$ cat config.mk
export PLATFORM = sky130hd
export DESIGN_NAME = uart_rx_top
export DESIGN_NICKNAME = d
export VERILOG_FILES = /design/src/uart_rx_pkg.sv /design/src/uart_rx_top.sv /design/src/uart_rx_fifo.sv /design/src/uart_frame_check.sv /design/src/uart_rx_sampler.sv /design/src/uart_cfg_ctrl.sv
export SDC_FILE = /design/constraint.sdc
export NUM_CORES = 1
export LEC_CHECK = 0
export ABC_CLOCK_PERIOD_IN_PS = 7700
export BUFFER_PORTS_ARGS = -buffer_cell sky130_fd_sc_hd__buf_2
export CAP_MARGIN = 25
export CORE_ASPECT_RATIO = 0.6
export CORE_MARGIN = 2
export CORE_UTILIZATION = 54
export DETAILED_ROUTE_END_ITERATION = 10
export HOLD_SLACK_MARGIN = 0.1
export PLACE_DENSITY = 0.72
export SYNTH_ARGS = -nofsm -noshare
export SYNTH_HDL_FRONTEND = slang
export SYNTH_SLANG_ARGS = --single-unit
$ cat constraint.sdc
create_clock -name clk -period 7.7 [get_ports clk]
set_input_delay 0.77 -clock clk [delete_from_list [all_inputs] [get_ports clk]]
set_output_delay 0.77 -clock clk [all_outputs]
set_load 0.1 [all_outputs]
$ cat src/uart_rx_pkg.sv
// uart receive shared types
package uart_rx_pkg;

    // bit-period count width, also the error counter width
    localparam int baud_div_w = 16;

    // character fifo geometry
    localparam int fifo_depth = 4;
    localparam int fifo_ptr_w = 2;

    // widest character the receiver handles
    localparam int data_w = 8;

    // active receive configuration
    typedef struct packed {
        // clock cycles per bit, at least 4
        logic [baud_div_w-1:0] baud_div;
        // 5 to 8 data bits
        logic [3:0]            data_len;
        logic                  parity_en;
        logic                  parity_odd;
        logic                  two_stop;
    } uart_cfg_t;

    // frame as sampled off the line, before any checking
    typedef struct packed {
        // lsb first, unused high bits zero
        logic [data_w-1:0] data;
        logic              parity_bit;
        // every stop bit sampled high
        logic              stop_ok;
    } raw_frame_t;

    // one received character
    typedef struct packed {
        logic [data_w-1:0] data;
    } rx_char_t;

    // 8N1 at 16 clocks per bit
    localparam uart_cfg_t cfg_default = '{
        baud_div:   16'd16,
        data_len:   4'd8,
        parity_en:  1'b0,
        parity_odd: 1'b0,
        two_stop:   1'b0
    };

endpackage
$ cat src/uart_rx_top.sv
// uart receive subsystem
module uart_rx_top (
    input  logic                               clk,
    input  logic                               rst,
    input  logic                               rx,
    input  uart_rx_pkg::uart_cfg_t             cfg_in,
    input  logic                               cfg_write,
    input  logic                               pause_req,
    output logic                               pause_ack,
    output uart_rx_pkg::rx_char_t              char_out,
    output logic                               char_valid,
    input  logic                               char_ready,
    output logic [uart_rx_pkg::baud_div_w-1:0] parity_errors,
    output logic [uart_rx_pkg::baud_div_w-1:0] frame_errors
);

    uart_rx_pkg::uart_cfg_t  cfg;
    logic                    paused;
    logic                    sampler_idle;

    // sampler to checker
    uart_rx_pkg::raw_frame_t frame;
    logic                    frame_valid;
    logic                    frame_ready;

    // checker to fifo
    uart_rx_pkg::rx_char_t   push_data;
    logic                    push_valid;
    logic                    push_ready;

    uart_cfg_ctrl u_cfg_ctrl (
        .clk          (clk),
        .rst          (rst),
        .cfg_in       (cfg_in),
        .cfg_write    (cfg_write),
        .pause_req    (pause_req),
        .sampler_idle (sampler_idle),
        .pause_ack    (pause_ack),
        .cfg          (cfg),
        .paused       (paused)
    );

    uart_rx_sampler u_sampler (
        .clk          (clk),
        .rst          (rst),
        .rx           (rx),
        .cfg          (cfg),
        .paused       (paused),
        .sampler_idle (sampler_idle),
        .frame        (frame),
        .frame_valid  (frame_valid),
        .frame_ready  (frame_ready)
    );

    uart_frame_check u_frame_check (
        .clk           (clk),
        .rst           (rst),
        .frame         (frame),
        .frame_valid   (frame_valid),
        .frame_ready   (frame_ready),
        .cfg           (cfg),
        .char_data     (push_data),
        .push_valid    (push_valid),
        .push_ready    (push_ready),
        .parity_errors (parity_errors),
        .frame_errors  (frame_errors)
    );

    uart_rx_fifo u_fifo (
        .clk      (clk),
        .rst      (rst),
        .wr_data  (push_data),
        .wr_valid (push_valid),
        .wr_ready (push_ready),
        .rd_data  (char_out),
        .rd_valid (char_valid),
        .rd_ready (char_ready)
    );

endmodule

$ cat src/uart_rx_fifo.sv
// uart receive character fifo
module uart_rx_fifo (
    input  logic                  clk,
    input  logic                  rst,
    input  uart_rx_pkg::rx_char_t wr_data,
    input  logic                  wr_valid,
    output logic                  wr_ready,
    output uart_rx_pkg::rx_char_t rd_data,
    output logic                  rd_valid,
    input  logic                  rd_ready
);

    uart_rx_pkg::rx_char_t mem [uart_rx_pkg::fifo_depth];

    logic [uart_rx_pkg::fifo_ptr_w-1:0] wr_ptr;
    logic [uart_rx_pkg::fifo_ptr_w-1:0] rd_ptr;
    // one extra bit to tell full from empty
    logic [uart_rx_pkg::fifo_ptr_w:0]   count;
    logic                               do_wr;
    logic                               do_rd;

    assign wr_ready = (count != uart_rx_pkg::fifo_depth);
    assign rd_valid = (count != '0);
    assign rd_data = mem[rd_ptr];

    assign do_wr = wr_valid && wr_ready;
    assign do_rd = rd_valid && rd_ready;

    always_ff @(posedge clk) begin
        if (rst) begin
            wr_ptr <= '0;
            rd_ptr <= '0;
            count  <= '0;
        end else begin
            // pointers wrap on their own at depth 4
            if (do_wr) begin
                wr_ptr <= wr_ptr + 1'b1;
            end
            if (do_rd) begin
                rd_ptr <= rd_ptr + 1'b1;
            end

            case ({do_wr, do_rd})
                2'b10: count <= count + 1'b1;
                2'b01: count <= count - 1'b1;
                default: count <= count;
            endcase
        end
    end

    // storage
    always_ff @(posedge clk) begin
        if (do_wr) begin
            mem[wr_ptr] <= wr_data;
        end
    end

endmodule

$ cat src/uart_frame_check.sv
// uart frame parity and stop check
module uart_frame_check (
    input  logic                                clk,
    input  logic                                rst,
    input  uart_rx_pkg::raw_frame_t             frame,
    input  logic                                frame_valid,
    output logic                                frame_ready,
    input  uart_rx_pkg::uart_cfg_t              cfg,
    output uart_rx_pkg::rx_char_t               char_data,
    output logic                                push_valid,
    input  logic                                push_ready,
    output logic [uart_rx_pkg::baud_div_w-1:0]  parity_errors,
    output logic [uart_rx_pkg::baud_div_w-1:0]  frame_errors
);

    logic accept;
    logic parity_calc;
    logic parity_bad;
    logic stop_bad;

    // output stage empty or draining this clock
    assign frame_ready = !push_valid || push_ready;
    assign accept = frame_valid && frame_ready;

    // unused high data bits are zero, so they drop out of the xor
    assign parity_calc = (^frame.data) ^ cfg.parity_odd;
    assign parity_bad = cfg.parity_en && (frame.parity_bit != parity_calc);
    assign stop_bad = !frame.stop_ok;

    always_ff @(posedge clk) begin
        if (rst) begin
            push_valid    <= 1'b0;
            parity_errors <= '0;
            frame_errors  <= '0;
        end else begin
            if (accept) begin
                // bad frames leave the stage empty
                push_valid <= !stop_bad && !parity_bad;
            end else if (push_ready) begin
                push_valid <= 1'b0;
            end

            // stop error wins over parity error, counters saturate
            if (accept && stop_bad && (frame_errors != '1)) begin
                frame_errors <= frame_errors + 1'b1;
            end
            if (accept && !stop_bad && parity_bad && (parity_errors != '1)) begin
                parity_errors <= parity_errors + 1'b1;
            end
        end
    end

    always_ff @(posedge clk) begin
        if (accept) begin
            char_data.data <= frame.data;
        end
    end

endmodule

$ cat src/uart_rx_sampler.sv
// uart receive line sampler
module uart_rx_sampler (
    input  logic                    clk,
    input  logic                    rst,
    input  logic                    rx,
    input  uart_rx_pkg::uart_cfg_t  cfg,
    input  logic                    paused,
    output logic                    sampler_idle,
    output uart_rx_pkg::raw_frame_t frame,
    output logic                    frame_valid,
    input  logic                    frame_ready
);

    typedef enum logic [2:0] {
        st_idle,
        st_start,
        st_data,
        st_parity,
        st_stop,
        st_done,
        st_hold
    } state_t;

    state_t                             state;
    logic                               rx_meta;
    logic                               rx_sync;
    logic [uart_rx_pkg::baud_div_w-1:0] cnt;
    logic [3:0]                         bit_cnt;
    logic                               tick;
    logic                               in_bit;

    // mid-bit sample point
    assign tick = (cnt == '0);
    assign in_bit = (state == st_start) || (state == st_data) ||
                    (state == st_parity) || (state == st_stop);

    // idle also requires the line high, so no start is being picked up right now
    assign sampler_idle = (state == st_idle) && rx_sync;
    assign frame_valid = (state == st_hold);

    always_ff @(posedge clk) begin
        if (rst) begin
            rx_meta <= 1'b1;
            rx_sync <= 1'b1;
            state   <= st_idle;
            cnt     <= '0;
            bit_cnt <= '0;
        end else if (!paused) begin
            rx_meta <= rx;
            rx_sync <= rx_meta;

            // bit-period counter, reloaded at each sample
            if (in_bit) begin
                if (tick) begin
                    cnt <= cfg.baud_div - 1'b1;
                end else begin
                    cnt <= cnt - 1'b1;
                end
            end

            case (state)
                st_idle: begin
                    if (!rx_sync) begin
                        // half a bit to reach the middle of the start bit
                        cnt   <= (cfg.baud_div >> 1) - 1'b1;
                        state <= st_start;
                    end
                end
                st_start: begin
                    if (tick) begin
                        // a high line here was only a glitch
                        if (rx_sync) begin
                            state <= st_idle;
                        end else begin
                            bit_cnt <= '0;
                            state   <= st_data;
                        end
                    end
                end
                st_data: begin
                    if (tick) begin
                        if (bit_cnt == cfg.data_len - 4'd1) begin
                            bit_cnt <= '0;
                            state   <= cfg.parity_en ? st_parity : st_stop;
                        end else begin
                            bit_cnt <= bit_cnt + 4'd1;
                        end
                    end
                end
                st_parity: begin
                    if (tick) begin
                        state <= st_stop;
                    end
                end
                st_stop: begin
                    if (tick) begin
                        if (bit_cnt == {3'b000, cfg.two_stop}) begin
                            state <= st_done;
                        end else begin
                            bit_cnt <= bit_cnt + 4'd1;
                        end
                    end
                end
                st_done: begin
                    state <= st_hold;
                end
                st_hold: begin
                    // no new start search until the frame is taken
                    if (frame_ready) begin
                        state <= st_idle;
                    end
                end
                default: begin
                    state <= st_idle;
                end
            endcase
        end
    end

    // frame capture
    always_ff @(posedge clk) begin
        if (!paused && tick) begin
            case (state)
                st_start: begin
                    frame.data       <= '0;
                    frame.parity_bit <= 1'b0;
                    frame.stop_ok    <= 1'b1;
                end
                st_data: begin
                    frame.data[bit_cnt[2:0]] <= rx_sync;
                end
                st_parity: begin
                    frame.parity_bit <= rx_sync;
                end
                st_stop: begin
                    frame.stop_ok <= frame.stop_ok & rx_sync;
                end
                default: begin
                end
            endcase
        end
    end

endmodule

$ cat src/uart_cfg_ctrl.sv
// uart receive configuration and pause control
module uart_cfg_ctrl (
    input  logic                   clk,
    input  logic                   rst,
    input  uart_rx_pkg::uart_cfg_t cfg_in,
    input  logic                   cfg_write,
    input  logic                   pause_req,
    input  logic                   sampler_idle,
    output logic                   pause_ack,
    output uart_rx_pkg::uart_cfg_t cfg,
    output logic                   paused
);

    // frozen only while both halves of the handshake are high
    assign paused = pause_req && pause_ack;

    // acknowledge handshake
    always_ff @(posedge clk) begin
        if (rst) begin
            pause_ack <= 1'b0;
        end else if (!pause_ack) begin
            // grant only between frames
            pause_ack <= pause_req && sampler_idle;
        end else begin
            // drop one clock after the request goes away
            pause_ack <= pause_req;
        end
    end

    // active configuration
    always_ff @(posedge clk) begin
        if (rst) begin
            cfg <= uart_rx_pkg::cfg_default;
        end else if (cfg_write && paused) begin
            cfg <= cfg_in;
        end
    end

endmodule

==> qor.csv, run 1 <==
stage,metric,value,unit
outcome,status,"complete, no violations",
synth,ys flop type,dfxtp_1,
timing,Fmax,287,MHz
hold_path,Hold EP,u_sampler.rx_meta$_SDFFE_PP1N_,
global_routing,Overall Global Routing Usage,0.263,
power_and_ir_drop,Max IR drop VDD,0.161,mV
place,post-DP HPWL,13100,microns
place,IO buf count,70,
flow_run,maxcap violations,0,
floorplan,number of core rows,32,
global_routing,met3 Use GR,0.0604,
critical_path,CP Capture Type,register,
place,Place WS,4.38,ns
timing,Setup-failing EPs final,0,
critical_path,CP max FO,18,
routing,DR vias,6062,
clocking,hold_buf cts,0,
finish,"commonest non-fill, non-tap cell in the layout",dfxtp_1,
routing,routed len/inst,18.6,microns
routing,drt pass-1 iters,5,
synth,distinct cell type count after synthesis,75,
synth,Synth Register Bits,141,
critical_path,origin of the critical flop-to-flop path,u_sampler.cnt[11]$_SDFFE_PP0N_,
floorplan,Initial Utilization,0.560,
timing,worst slew pin tran,1.11,ns
critical_path,"Arr. time, crit path",3.81,ns
synth,XOR/XNOR share of the synthesized area,0.0763,
synth,yosys warns,0,
critical_path,cell count of the worst reg-to-reg path,9,
timing,Tcrit/Tclk final,0.452,
power_and_ir_drop,PwrDens,276,nW/um^2
floorplan,Die Wd,154,microns
synth,Post-synth EDFFs,50,
routing,DRC viols,0,
power_and_ir_drop,cell leakage power,2.97,nW
finish,area grow syn2layout,13.6,%
clocking,Root Driver,clkbuf_16,
timing,setup ws final,4.22,ns
clocking,clk slew on worst S/H paths,0.07,ns
clocking,CTS sink cnt,141,
timing,Hold Fails Final Rpt,0,
floorplan,Die Area,14400,sq um
routing,Total Wirelength,18500,microns
routing,DR iter-0 viols,585,
clocking,htree depth,4,
floorplan,# IOs,71,
synth,sequential fraction of the synthesis area,0.458,
routing,vias per inst,6.09,
clocking,Inserted Clock Buffers,17,
timing,crit path time final,3.48,ns
finish,# nets final,853,
global_routing,initial antenna violation count,0,
hold_path,hold depth,2,
clocking,Post-CTS Repair Setup Buffers,0,
synth,"FFs w/ async S/R, synth",0,
synth,adder-cell share of the synthesized area,0.0217,
finish,Ant. Diodes,0,
clocking,CTS tree,built,
global_routing,first-pass GRT wire length,29800,microns
global_routing,number of global-route vias before repair,5621,
timing,setup_tns,0,ns
critical_path,critical path type,register to register,
synth,cell taking the most area after synthesis,dfxtp_1,
global_routing,met1 Usage GRT,0.388,
routing,Detail Route Antenna Nets,0,
synth,Synth Area in Compound Gates,0.146,
global_routing,total global routing overflow,0,
synth,syn_area_per_cell,9.54,sq um
timing,Clock Skew,0.0118,ns
finish,highest-count cells in the layout ignoring fill and taps,"91 x dfxtp_1, 85 x nand2_1, 78 x nor2_1",
synth,mapped cell area,7260,sq um
hold_path,HP Start,u_sampler.rx_meta$_SDFFE_PP1N_,
synth,Syn Inst Count,761,
hold_path,type of the most critical hold path,register to register,
floorplan,chip height,93.8,microns
synth,largest family of logic cells by synthesized area,simple AND/OR/NAND/NOR gates,
synth,mux share of post-synthesis cell area,0.0422,
timing,unrepaired setup endpoints after global routing,no,
critical_path,Worst EP required,8.03,ns
clocking,clk buf depth,2,
timing,Slew headroom,0.252,
clocking,Worst-Skew Late Latency,0.42,ns
synth,syn nets,802,
global_routing,met2 Use GR,0.387,
critical_path,R2R Path End,u_sampler.cnt[12]$_SDFFE_PP0N_,
synth,"top cells by area, synth","dfxtp_1 25%, edfxtp_1 21%, nand2_1 4.4%, nor2_1 4.0%, xnor2_1 4.0%",
place,GPL Wtd Cong,0.976,
global_routing,pin count of the biggest net entering global routing,55,
critical_path,FF-to-FF setup slack,4.22,ns
synth,post-synthesis simple-gate area fraction,0.219,
global_routing,gr busiest metal,met1,
floorplan,Core ar.,13000,sq um
timing,count of final max-slew check failures,0,
critical_path,Worst setup SP type,register,
clocking,# resized after CTS,0,
synth,post-synth top area share,0.251,
finish,share of cells above drive strength 1,0.161,
-- registers in the layout, indices dropped and copies added (netlist names), named ones only --
signal and count:
u_fifo.mem 32, u_cfg_ctrl.cfg 23, u_frame_check.frame_errors 16, u_frame_check.parity_errors 16
u_sampler.cnt 16, u_sampler.frame 10, u_frame_check.char_data 8, u_sampler.bit_cnt 4
u_fifo.count 3, u_sampler.state 3, u_fifo.rd_ptr 2, u_fifo.wr_ptr 2
u_cfg_ctrl.pause_ack 1, u_frame_check.push_valid 1, u_sampler.rx_meta 1, u_sampler.rx_sync 1
-- through the flow --
step                 util  instances  power [mW]  hold WS, ns  instance area [sq um]
finish              0.636        995        2.28        0.470                   8250
global route        0.636        995        2.36        0.499                   8250
CTS                 0.636        995        2.26        0.473                   8250
detailed placement  0.590        963        1.43        0.458                   7650
global placement    0.590        963        1.43        0.449                   7650
floorplan               -        761        1.31        0.440                   7260
-- cell type report --
type                    instances  area (sq um)
repair buffers                 74           380
flip-flops and latches        141          3320
multi-input cells             560          3670
clock inverters                13           155
clock buffers                  19           443
fillers                      1073          4720
well taps                     170           213
inverters                      18          67.6
-- worst max path at each step --
stage | startpoint | to | slack [ns] | cells past startpoint
floorplan | u_sampler.cnt[4]$_SDFFE_PP0N_ | u_sampler.cnt[12]$_SDFFE_PP0N_ | 5.00 | 11
global placement | u_sampler.cnt[11]$_SDFFE_PP0N_ | u_sampler.cnt[12]$_SDFFE_PP0N_ | 4.50 | 9
detailed placement | u_sampler.cnt[11]$_SDFFE_PP0N_ | u_sampler.cnt[12]$_SDFFE_PP0N_ | 4.38 | 9
CTS | u_sampler.cnt[11]$_SDFFE_PP0N_ | u_sampler.cnt[12]$_SDFFE_PP0N_ | 4.37 | 9
global route | u_sampler.cnt[11]$_SDFFE_PP0N_ | u_sampler.cnt[12]$_SDFFE_PP0N_ | 4.08 | 9
finish | u_sampler.cnt[11]$_SDFFE_PP0N_ | u_sampler.cnt[12]$_SDFFE_PP0N_ | 4.22 | 9
-- critical path, stage by stage, from the launching register on --
cell       delay (ns)
dfxtp_1          0.37
nor3_2           0.53
nand4_1          0.37
nor3_4           0.66
a21oi_1          0.21
ha_1             0.28
o311ai_4         0.18
nor4_1           0.18
mux2_4           0.35
a2111oi_4        0.26
-- cells in the mapped netlist (all sizes together), types with 5 or more instances --
cell    number
clkbuf      32
edfxtp      50
xnor2       33
nor4         8
xor2        25
mux2i       10
and3        10
nand2b       7
buf         10
nor3b        8
a221oi       5
nand2       85
o21ai       26
a21oi       48
nand4        9
nand3       24
a31oi       14
ha          11
a21o         5
nor3        30
inv         18
nor2        79
mux4         8
and2        11
a211oi       8
or3         17
o211ai       9
dfxtp       91
-- power breakdown --
part	leakage, nW	switching [mW]	internal, mW
Combinational	1.48	0.372	0.205
Clock	0.288	0.340	0.494
Sequential	1.20	0.0655	0.802
Total	2.97	0.777	1.50
-- logic make-up (layout without fill, tap and decap cells) --
family | after synthesis | count (layout)
buf+inv | 60 | 124
fa+ha+maj | 12 | 12
compound gates | 156 | 156
mux | 20 | 20
xor+xnor | 60 | 60
simple gates | 312 | 312
flops | 141 | 141
-- layer usage --
| layer | wire length [microns] | share of wire |
|---|---|---|
| met1 | 8800 | 0.48 |
| met4 | 311 | 0.017 |
| met3 | 1730 | 0.094 |
| met5 | 0 | 0 |
| met2 | 7640 | 0.41 |
(Power assumes the default switching activity.)
==> run 2: changes to the inputs <==
ABC_CLOCK_PERIOD_IN_PS = 2900   (was 7700)
PLACE_DENSITY = 0.75   (was 0.72)
clock period = 2.9 ns   (was 7.7 ns; I/O delays follow)
==> run 2 against run 1 <==
Effect of this change: count of clock-buffer cells in the layout did not move; sequential share of layout area fell by 1.5 points; non-clock buffer count rose by 38; register-to-register slack got worse by 4.0 ns; highest routed layer unchanged.
==> qor.csv, run 2 (synthesized netlist as in run 1, its figures left out) <==
stage,metric,value,unit,change
outcome,status,"complete, no violations",,unchanged
floorplan,Die Area,14400,sq um,unchanged
routing,drt pass-1 iters,5,,unchanged
routing,DR vias,6278,,"was 6,062"
power_and_ir_drop,clock network fraction of total power,0.345,,was 0.366
critical_path,Worst path max stage delay,0.54,ns,was 0.66 ns
power_and_ir_drop,Pint,4.12,mW,was 1.50 mW
critical_path,Worst setup SP type,register,,unchanged
timing,setup_tns,0,ns,unchanged
finish,"commonest non-fill, non-tap cell in the layout",dfxtp_1,,unchanged
clocking,Root Driver,clkbuf_16,,unchanged
timing,Setup-failing EPs final,0,,unchanged
timing,Fmax,370,MHz,was 287 MHz
place,IO buf count,70,,unchanged
routing,routed len/inst,19.2,microns,was 18.6 microns
timing,unrepaired setup endpoints after global routing,no,,unchanged
global_routing,Overall Global Routing Usage,0.285,,was 0.263
flow_run,maxcap violations,0,,unchanged
power_and_ir_drop,Seq pwr share,0.368,,was 0.381
clocking,CTS tree,built,,unchanged
timing,Tcrit/Tclk final,0.931,,was 0.452
critical_path,"critical path, cell by cell","nor4_4, nand4_1, nor3_4, a21oi_1, ha_1, o311ai_4, nor4_2, mux2_4, a2111oi_4",,"was nor3_2, nand4_1, nor3_4, a21oi_1, ha_1, o311ai_4, nor4_1, mux2_4, a2111oi_4"
power_and_ir_drop,Sw Share,0.340,,was 0.341
clocking,Worst-Skew Late Latency,0.42,ns,about the same
finish,fin util,0.660,,was 0.636
global_routing,number of global-route vias before repair,6101,,"was 5,621"
finish,Ant. Diodes,0,,unchanged
clocking,htree depth,4,,unchanged
routing,DR iter-0 viols,633,,was 585
critical_path,critical path type,register to register,,unchanged
floorplan,# IOs,71,,unchanged
routing,DRC viols,0,,unchanged
power_and_ir_drop,PwrDens,728,nW/um^2,was 276 nW/um^2
floorplan,Initial Utilization,0.560,,unchanged
timing,Hold Fails Final Rpt,0,,unchanged
critical_path,critical path's top delay family,simple AND/OR/NAND/NOR gates,,unchanged
floorplan,Die Wd,154,microns,unchanged
floorplan,number of core rows,32,,unchanged
finish,highest-count cells in the layout ignoring fill and taps,"91 x dfxtp_1, 85 x nand2_1, 78 x nor2_1",,unchanged
power_and_ir_drop,Max IR drop VDD,0.416,mV,was 0.161 mV
critical_path,"Arr. time, crit path",3.03,ns,was 3.81 ns
finish,# nets final,891,,was 853
critical_path,Crit-path slowest cell,dfxtp_1,,was nor3_4
critical_path,"Buf+Inv Stages, Crit Path",0,,unchanged
power_and_ir_drop,Net Sw Power,2.12,mW,was 0.777 mW
floorplan,chip height,93.8,microns,unchanged
critical_path,CP max FO,10,,was 18
place,Place WS,0.160,ns,was 4.38 ns
routing,Total Wirelength,19800,microns,"was 18,500 microns"
finish,area grow syn2layout,17.9,%,was 13.6%
clocking,clk slew on worst S/H paths,0.06,ns,was 0.07 ns
place,post-DP HPWL,13900,microns,"was 13,100 microns"
hold_path,type of the most critical hold path,primary input to register,,was register to register
finish,Largest regs,"u_fifo.mem: 32 flops, u_cfg_ctrl.cfg: 23 flops",,unchanged
routing,vias per inst,6.08,,was 6.09
timing,crit path time final,2.70,ns,was 3.48 ns
clocking,Post-CTS Repair Setup Buffers,0,,unchanged
finish,share of cells above drive strength 1,0.183,,was 0.161
power_and_ir_drop,cell leakage power,3.13,nW,was 2.97 nW
clocking,CTS sink cnt,141,,unchanged
timing,Clock Skew,0.0113,ns,was 0.0118 ns
timing,count of final max-slew check failures,0,,unchanged
floorplan,Core ar.,13000,sq um,unchanged
global_routing,pin count of the biggest net entering global routing,54,,was 55
critical_path,CP Capture Type,register,,unchanged
critical_path,Worst EP required,3.23,ns,was 8.03 ns
power_and_ir_drop,Combinational Power Share,0.287,,was 0.253
place,GPL Wtd Cong,0.993,,was 0.976
timing,worst slew pin tran,0.906,ns,was 1.11 ns
timing,Slew headroom,0.395,,was 0.252
clocking,clk buf depth,2,,unchanged
finish,max FFs per register,32,,unchanged
routing,Detail Route Antenna Nets,0,,unchanged
global_routing,initial antenna violation count,0,,unchanged
clocking,Inserted Clock Buffers,17,,unchanged
timing,setup ws final,0.199,ns,was 4.22 ns
global_routing,total global routing overflow,0,,unchanged
finish,"Most flops, register",u_fifo.mem,,unchanged
global_routing,first-pass GRT wire length,31800,microns,"was 29,800 microns"
run 2: changes by cell type in the layout (fill, tap and decap cells not counted), sizes merged:
cell,before,now
inv,23,20
buf,74,99
clkinvlp,2,4
dlygate4sd3,0,13
clkinv,4,5
run 2: final cells by class:
cell class	count	area (sq um)
fillers	1038	4410
multi-input cells	560	3670
flip-flops and latches	141	3320
repair buffers	112	711
clock buffers	19	433
well taps	170	213
clock inverters	13	140
inverters	18	67.6
run 2: path summary, 6_finish.rpt:
kind,slack [ns],cells after the start,to,from
worst max register to register,0.20,9,u_sampler.cnt[12]$_SDFFE_PP0N_,u_sampler.cnt[5]$_SDFFE_PP0N_
worst min-delay path,0.11,3,u_cfg_ctrl.cfg[5]$_SDFFE_PP0P_,cfg_in[5]
worst max-delay path,0.20,9,u_sampler.cnt[12]$_SDFFE_PP0N_,u_sampler.cnt[5]$_SDFFE_PP0N_
worst min register to register,0.48,2,u_sampler.rx_meta$_SDFFE_PP1N_,u_sampler.rx_meta$_SDFFE_PP1N_
run 2: metal layers:
metal	part of all wire	up-vias	GRT usage
li1	-	2954	-
met5	0	-	0
met4	0.014	0	0.0948
met2	0.44	308	0.438
met1	0.47	2994	0.399
met3	0.083	22	0.0692
run 2: repair_timing:
action | in CTS | in global routing
hold buffers | 13 | 0
resized for setup | 0 | 1
setup endpoints to repair | 0 | 1
hold endpoints to repair | 13 | 0
run 2: worst reg2reg max path, delay by kind of cell (launching register included):
kind                       cells  cell delay (ns)
muxes                          1             0.35
and+or+nand+nor                4             0.77
DFF                            1             0.54
adders and majority gates      1             0.27
AOI/OAI and AO/OA              3             0.68
run 2: power by group through the flow:
| stage | Sequential, mW | Clock [mW] | Combinational, mW |
|---|---|---|---|
| finish | 2.30 | 2.15 | 1.79 |
| global route | 2.31 | 2.26 | 1.92 |
| CTS | 2.29 | 2.18 | 1.73 |
| detailed placement | 2.33 | 0 | 1.71 |
| global placement | 2.32 | 0 | 1.69 |
| floorplan | 2.27 | 0 | 1.20 |
run 2: through the flow:
stage	total power [mW]	cell area, sq um	std cells	hold WS [ns]
global route	6.49	8560	1033	0.108
global placement	4.01	7850	988	0.450
floorplan	3.47	7260	761	0.414
CTS	6.19	8560	1033	0.103
detailed placement	4.03	7850	988	0.463
finish	6.24	8560	1033	0.112
==> run 3: changes to the inputs <==
REMOVE_ABC_BUFFERS = 1   (was unset)
==> run 3 against run 2 <==
Effect of this change: worst hold slack worse by 0.0093 ns; count of clock-buffer cells in the layout is 2 lower; non-clock buffer count down 3; power is 1.2% higher; critical path type unchanged; critical endpoint unchanged; largest cell class unchanged; highest routed layer unchanged.
==> qor.csv, run 3 (synthesized netlist as in run 1, its figures left out) <==
stage,metric,value,unit,change
critical_path,"critical path, cell by cell","nor4_4, nand4_1, nor3_4, a21oi_1, ha_1, o311ai_4, nor4_1, mux2_4, a2111oi_4",,"was nor4_4, nand4_1, nor3_4, a21oi_1, ha_1, o311ai_4, nor4_2, mux2_4, a2111oi_4"
critical_path,FF-to-FF setup slack,0.16,ns,was 0.20 ns
critical_path,CP Capture Type,register,,unchanged
finish,area grow syn2layout,18.2,%,was 17.9%
clocking,clk buf depth,2,,unchanged
timing,setup ws final,0.163,ns,was 0.199 ns
timing,Fmax,365,MHz,was 370 MHz
hold_path,hold depth,3,,unchanged
global_routing,first-pass GRT wire length,31100,microns,"was 31,800 microns"
routing,Detail Route Antenna Nets,0,,unchanged
routing,Total Wirelength,19400,microns,"was 19,800 microns"
finish,"Most flops, register",u_fifo.mem,,unchanged
place,IO buf count,70,,unchanged
clocking,Post-CTS Repair Setup Buffers,0,,unchanged
clocking,Root Driver,clkbuf_16,,unchanged
global_routing,number of global-route vias before repair,5793,,"was 6,101"
timing,Tcrit/Tclk final,0.944,,was 0.931
clocking,CTS tree,built,,unchanged
finish,"commonest non-fill, non-tap cell in the layout",dfxtp_1,,unchanged
power_and_ir_drop,Net Sw Power,2.18,mW,was 2.12 mW
routing,DR iter-0 viols,552,,was 633
clocking,Worst-Skew Late Latency,0.43,ns,was 0.42 ns
clocking,CTS sink cnt,141,,unchanged
timing,unrepaired setup endpoints after global routing,no,,unchanged
critical_path,Worst path max stage delay,0.54,ns,about the same
routing,DR vias,6247,,"was 6,278"
critical_path,"Arr. time, crit path",3.05,ns,was 3.03 ns
hold_path,HP Start,cfg_in[7],,was cfg_in[5]
critical_path,critical path's top delay family,simple AND/OR/NAND/NOR gates,,unchanged
routing,drt pass-1 iters,6,,was 5
timing,Setup-failing EPs final,0,,unchanged
routing,routed len/inst,18.8,microns,was 19.2 microns
critical_path,Crit-path slowest cell,dfxtp_1,,unchanged
power_and_ir_drop,cell leakage power,3.15,nW,was 3.13 nW
clocking,htree depth,4,,unchanged
place,GPL Wtd Cong,0.966,,was 0.993
floorplan,Die Area,14400,sq um,unchanged
hold_path,Hold EP,u_cfg_ctrl.cfg[7]$_SDFFE_PP0P_,,was u_cfg_ctrl.cfg[5]$_SDFFE_PP0P_
power_and_ir_drop,Sw Share,0.346,,was 0.340
timing,count of final max-slew check failures,0,,unchanged
place,Place WS,0.232,ns,was 0.160 ns
flow_run,maxcap violations,0,,unchanged
finish,Ant. Diodes,0,,unchanged
finish,# nets final,888,,was 891
clocking,clk slew on worst S/H paths,0.07,ns,was 0.06 ns
timing,Slew headroom,0.348,,was 0.395
finish,Largest regs,"u_fifo.mem: 32 flops, u_cfg_ctrl.cfg: 23 flops",,unchanged
floorplan,number of core rows,32,,unchanged
power_and_ir_drop,Pint,4.13,mW,was 4.12 mW
power_and_ir_drop,PwrDens,735,nW/um^2,was 728 nW/um^2
critical_path,cell count of the worst reg-to-reg path,9,,unchanged
timing,worst slew pin tran,0.971,ns,was 0.906 ns
timing,setup_tns,0,ns,unchanged
power_and_ir_drop,Max IR drop VDD,0.391,mV,was 0.416 mV
critical_path,origin of the critical flop-to-flop path,u_sampler.cnt[5]$_SDFFE_PP0N_,,unchanged
power_and_ir_drop,Seq pwr share,0.361,,was 0.368
timing,Clock Skew,0.0207,ns,was 0.0113 ns
floorplan,Initial Utilization,0.560,,unchanged
global_routing,initial antenna violation count,0,,unchanged
floorplan,Die Wd,154,microns,unchanged
routing,DRC viols,0,,unchanged
critical_path,Worst setup SP type,register,,unchanged
critical_path,WP depth,9,,unchanged
finish,max FFs per register,32,,unchanged
power_and_ir_drop,clock network fraction of total power,0.363,,was 0.345
timing,crit path time final,2.74,ns,was 2.70 ns
outcome,status,"complete, no violations",,unchanged
place,post-DP HPWL,13600,microns,"was 13,900 microns"
critical_path,"Buf+Inv Stages, Crit Path",0,,unchanged
floorplan,Core ar.,13000,sq um,unchanged
global_routing,pin count of the biggest net entering global routing,84,,was 54
critical_path,critical path type,register to register,,unchanged
global_routing,total global routing overflow,0,,unchanged
finish,share of cells above drive strength 1,0.181,,was 0.183
critical_path,CP max FO,8,,was 10
clocking,# resized after CTS,0,,unchanged
timing,Hold Fails Final Rpt,0,,unchanged
floorplan,chip height,93.8,microns,unchanged
power_and_ir_drop,Combinational Power Share,0.276,,was 0.287
clocking,Inserted Clock Buffers,17,,unchanged
hold_path,type of the most critical hold path,primary input to register,,unchanged
routing,vias per inst,6.07,,was 6.08
critical_path,Worst EP required,3.22,ns,was 3.23 ns
finish,highest-count cells in the layout ignoring fill and taps,"91 x dfxtp_1, 85 x nand2_1, 78 x nor2_1",,unchanged
clocking,hold_buf cts,13,,unchanged
global_routing,Overall Global Routing Usage,0.278,,was 0.285
critical_path,R2R Path End,u_sampler.cnt[12]$_SDFFE_PP0N_,,unchanged
floorplan,# IOs,71,,unchanged
[run 3: cell types whose count changed in the layout (fill, tap and decap cells not counted)]
cell,before,now
clkbuf_1,2,0
buf_4,28,25
clkinv_4,2,1
clkinv_8,0,2
inv_8,0,6
clkinv_2,3,0
clkinvlp_2,0,1
clkinvlp_4,4,1
nor4_2,1,0
nor4_1,5,6
[run 3: worst register-to-register path, cell delays in order, from the launching register on]
cell       delay (ns)
dfxtp_1          0.54
nor4_4           0.11
nand4_1          0.28
nor3_4           0.07
a21oi_1          0.21
ha_1             0.26
o311ai_4         0.13
nor4_1           0.40
mux2_4           0.35
a2111oi_4        0.27
[run 3: stage by stage]
stage                     hold WS (ns)   util  power (mW)  instance area, sq um  cells
after floorplan                  0.354      -        3.39                  7060    719
after global placement           0.453  0.604        4.00                  7830    985
after detailed placement         0.463  0.604        3.99                  7830    985
after CTS                        0.101  0.662        6.28                  8580   1030
after global routing             0.109  0.662        6.55                  8580   1030
final                            0.103  0.662        6.31                  8580   1030
[run 3: cell type report]
type / instances / area (sq um)
Fill cell: 1012 / 4390
Multi-Input combinational cell: 560 / 3670
Sequential cell: 141 / 3320
Timing Repair Buffer: 109 / 688
Clock buffer: 17 / 425
Tap cell: 170 / 213
Clock inverter: 15 / 199
Inverter: 18 / 67.6
[run 3: routing by layer]
metal	global-route usage	part of all wire
met2	0.395	0.41
met5	0	0
met3	0.0738	0.097
met4	0.0673	0.0088
met1	0.420	0.48
[run 3: worst max path at each step]
| stage | from | end |
|---|---|---|
| floorplan | u_sampler.cnt[11]$_SDFFE_PP0N_ | u_sampler.cnt[12]$_SDFFE_PP0N_ |
| global placement | u_sampler.cnt[3]$_SDFFE_PP0N_ | u_sampler.cnt[12]$_SDFFE_PP0N_ |
| detailed placement | u_sampler.cnt[3]$_SDFFE_PP0N_ | u_sampler.cnt[8]$_SDFFE_PP0N_ |
| CTS | u_sampler.cnt[5]$_SDFFE_PP0N_ | u_sampler.cnt[12]$_SDFFE_PP0N_ |
| global route | u_sampler.cnt[3]$_SDFFE_PP0N_ | u_sampler.cnt[8]$_SDFFE_PP0N_ |
| finish | u_sampler.cnt[5]$_SDFFE_PP0N_ | u_sampler.cnt[12]$_SDFFE_PP0N_ |
[run 3: power by group through the flow]
stage / logic (mW) / clock network (mW) / registers (mW)
6_report: 1.74 / 2.29 / 2.28
5_1_grt: 1.86 / 2.40 / 2.29
4_1_cts: 1.69 / 2.32 / 2.27
3_5_place_dp: 1.67 / 0 / 2.32
3_3_place_gp: 1.69 / 0 / 2.31
2_1_floorplan: 1.09 / 0 / 2.30
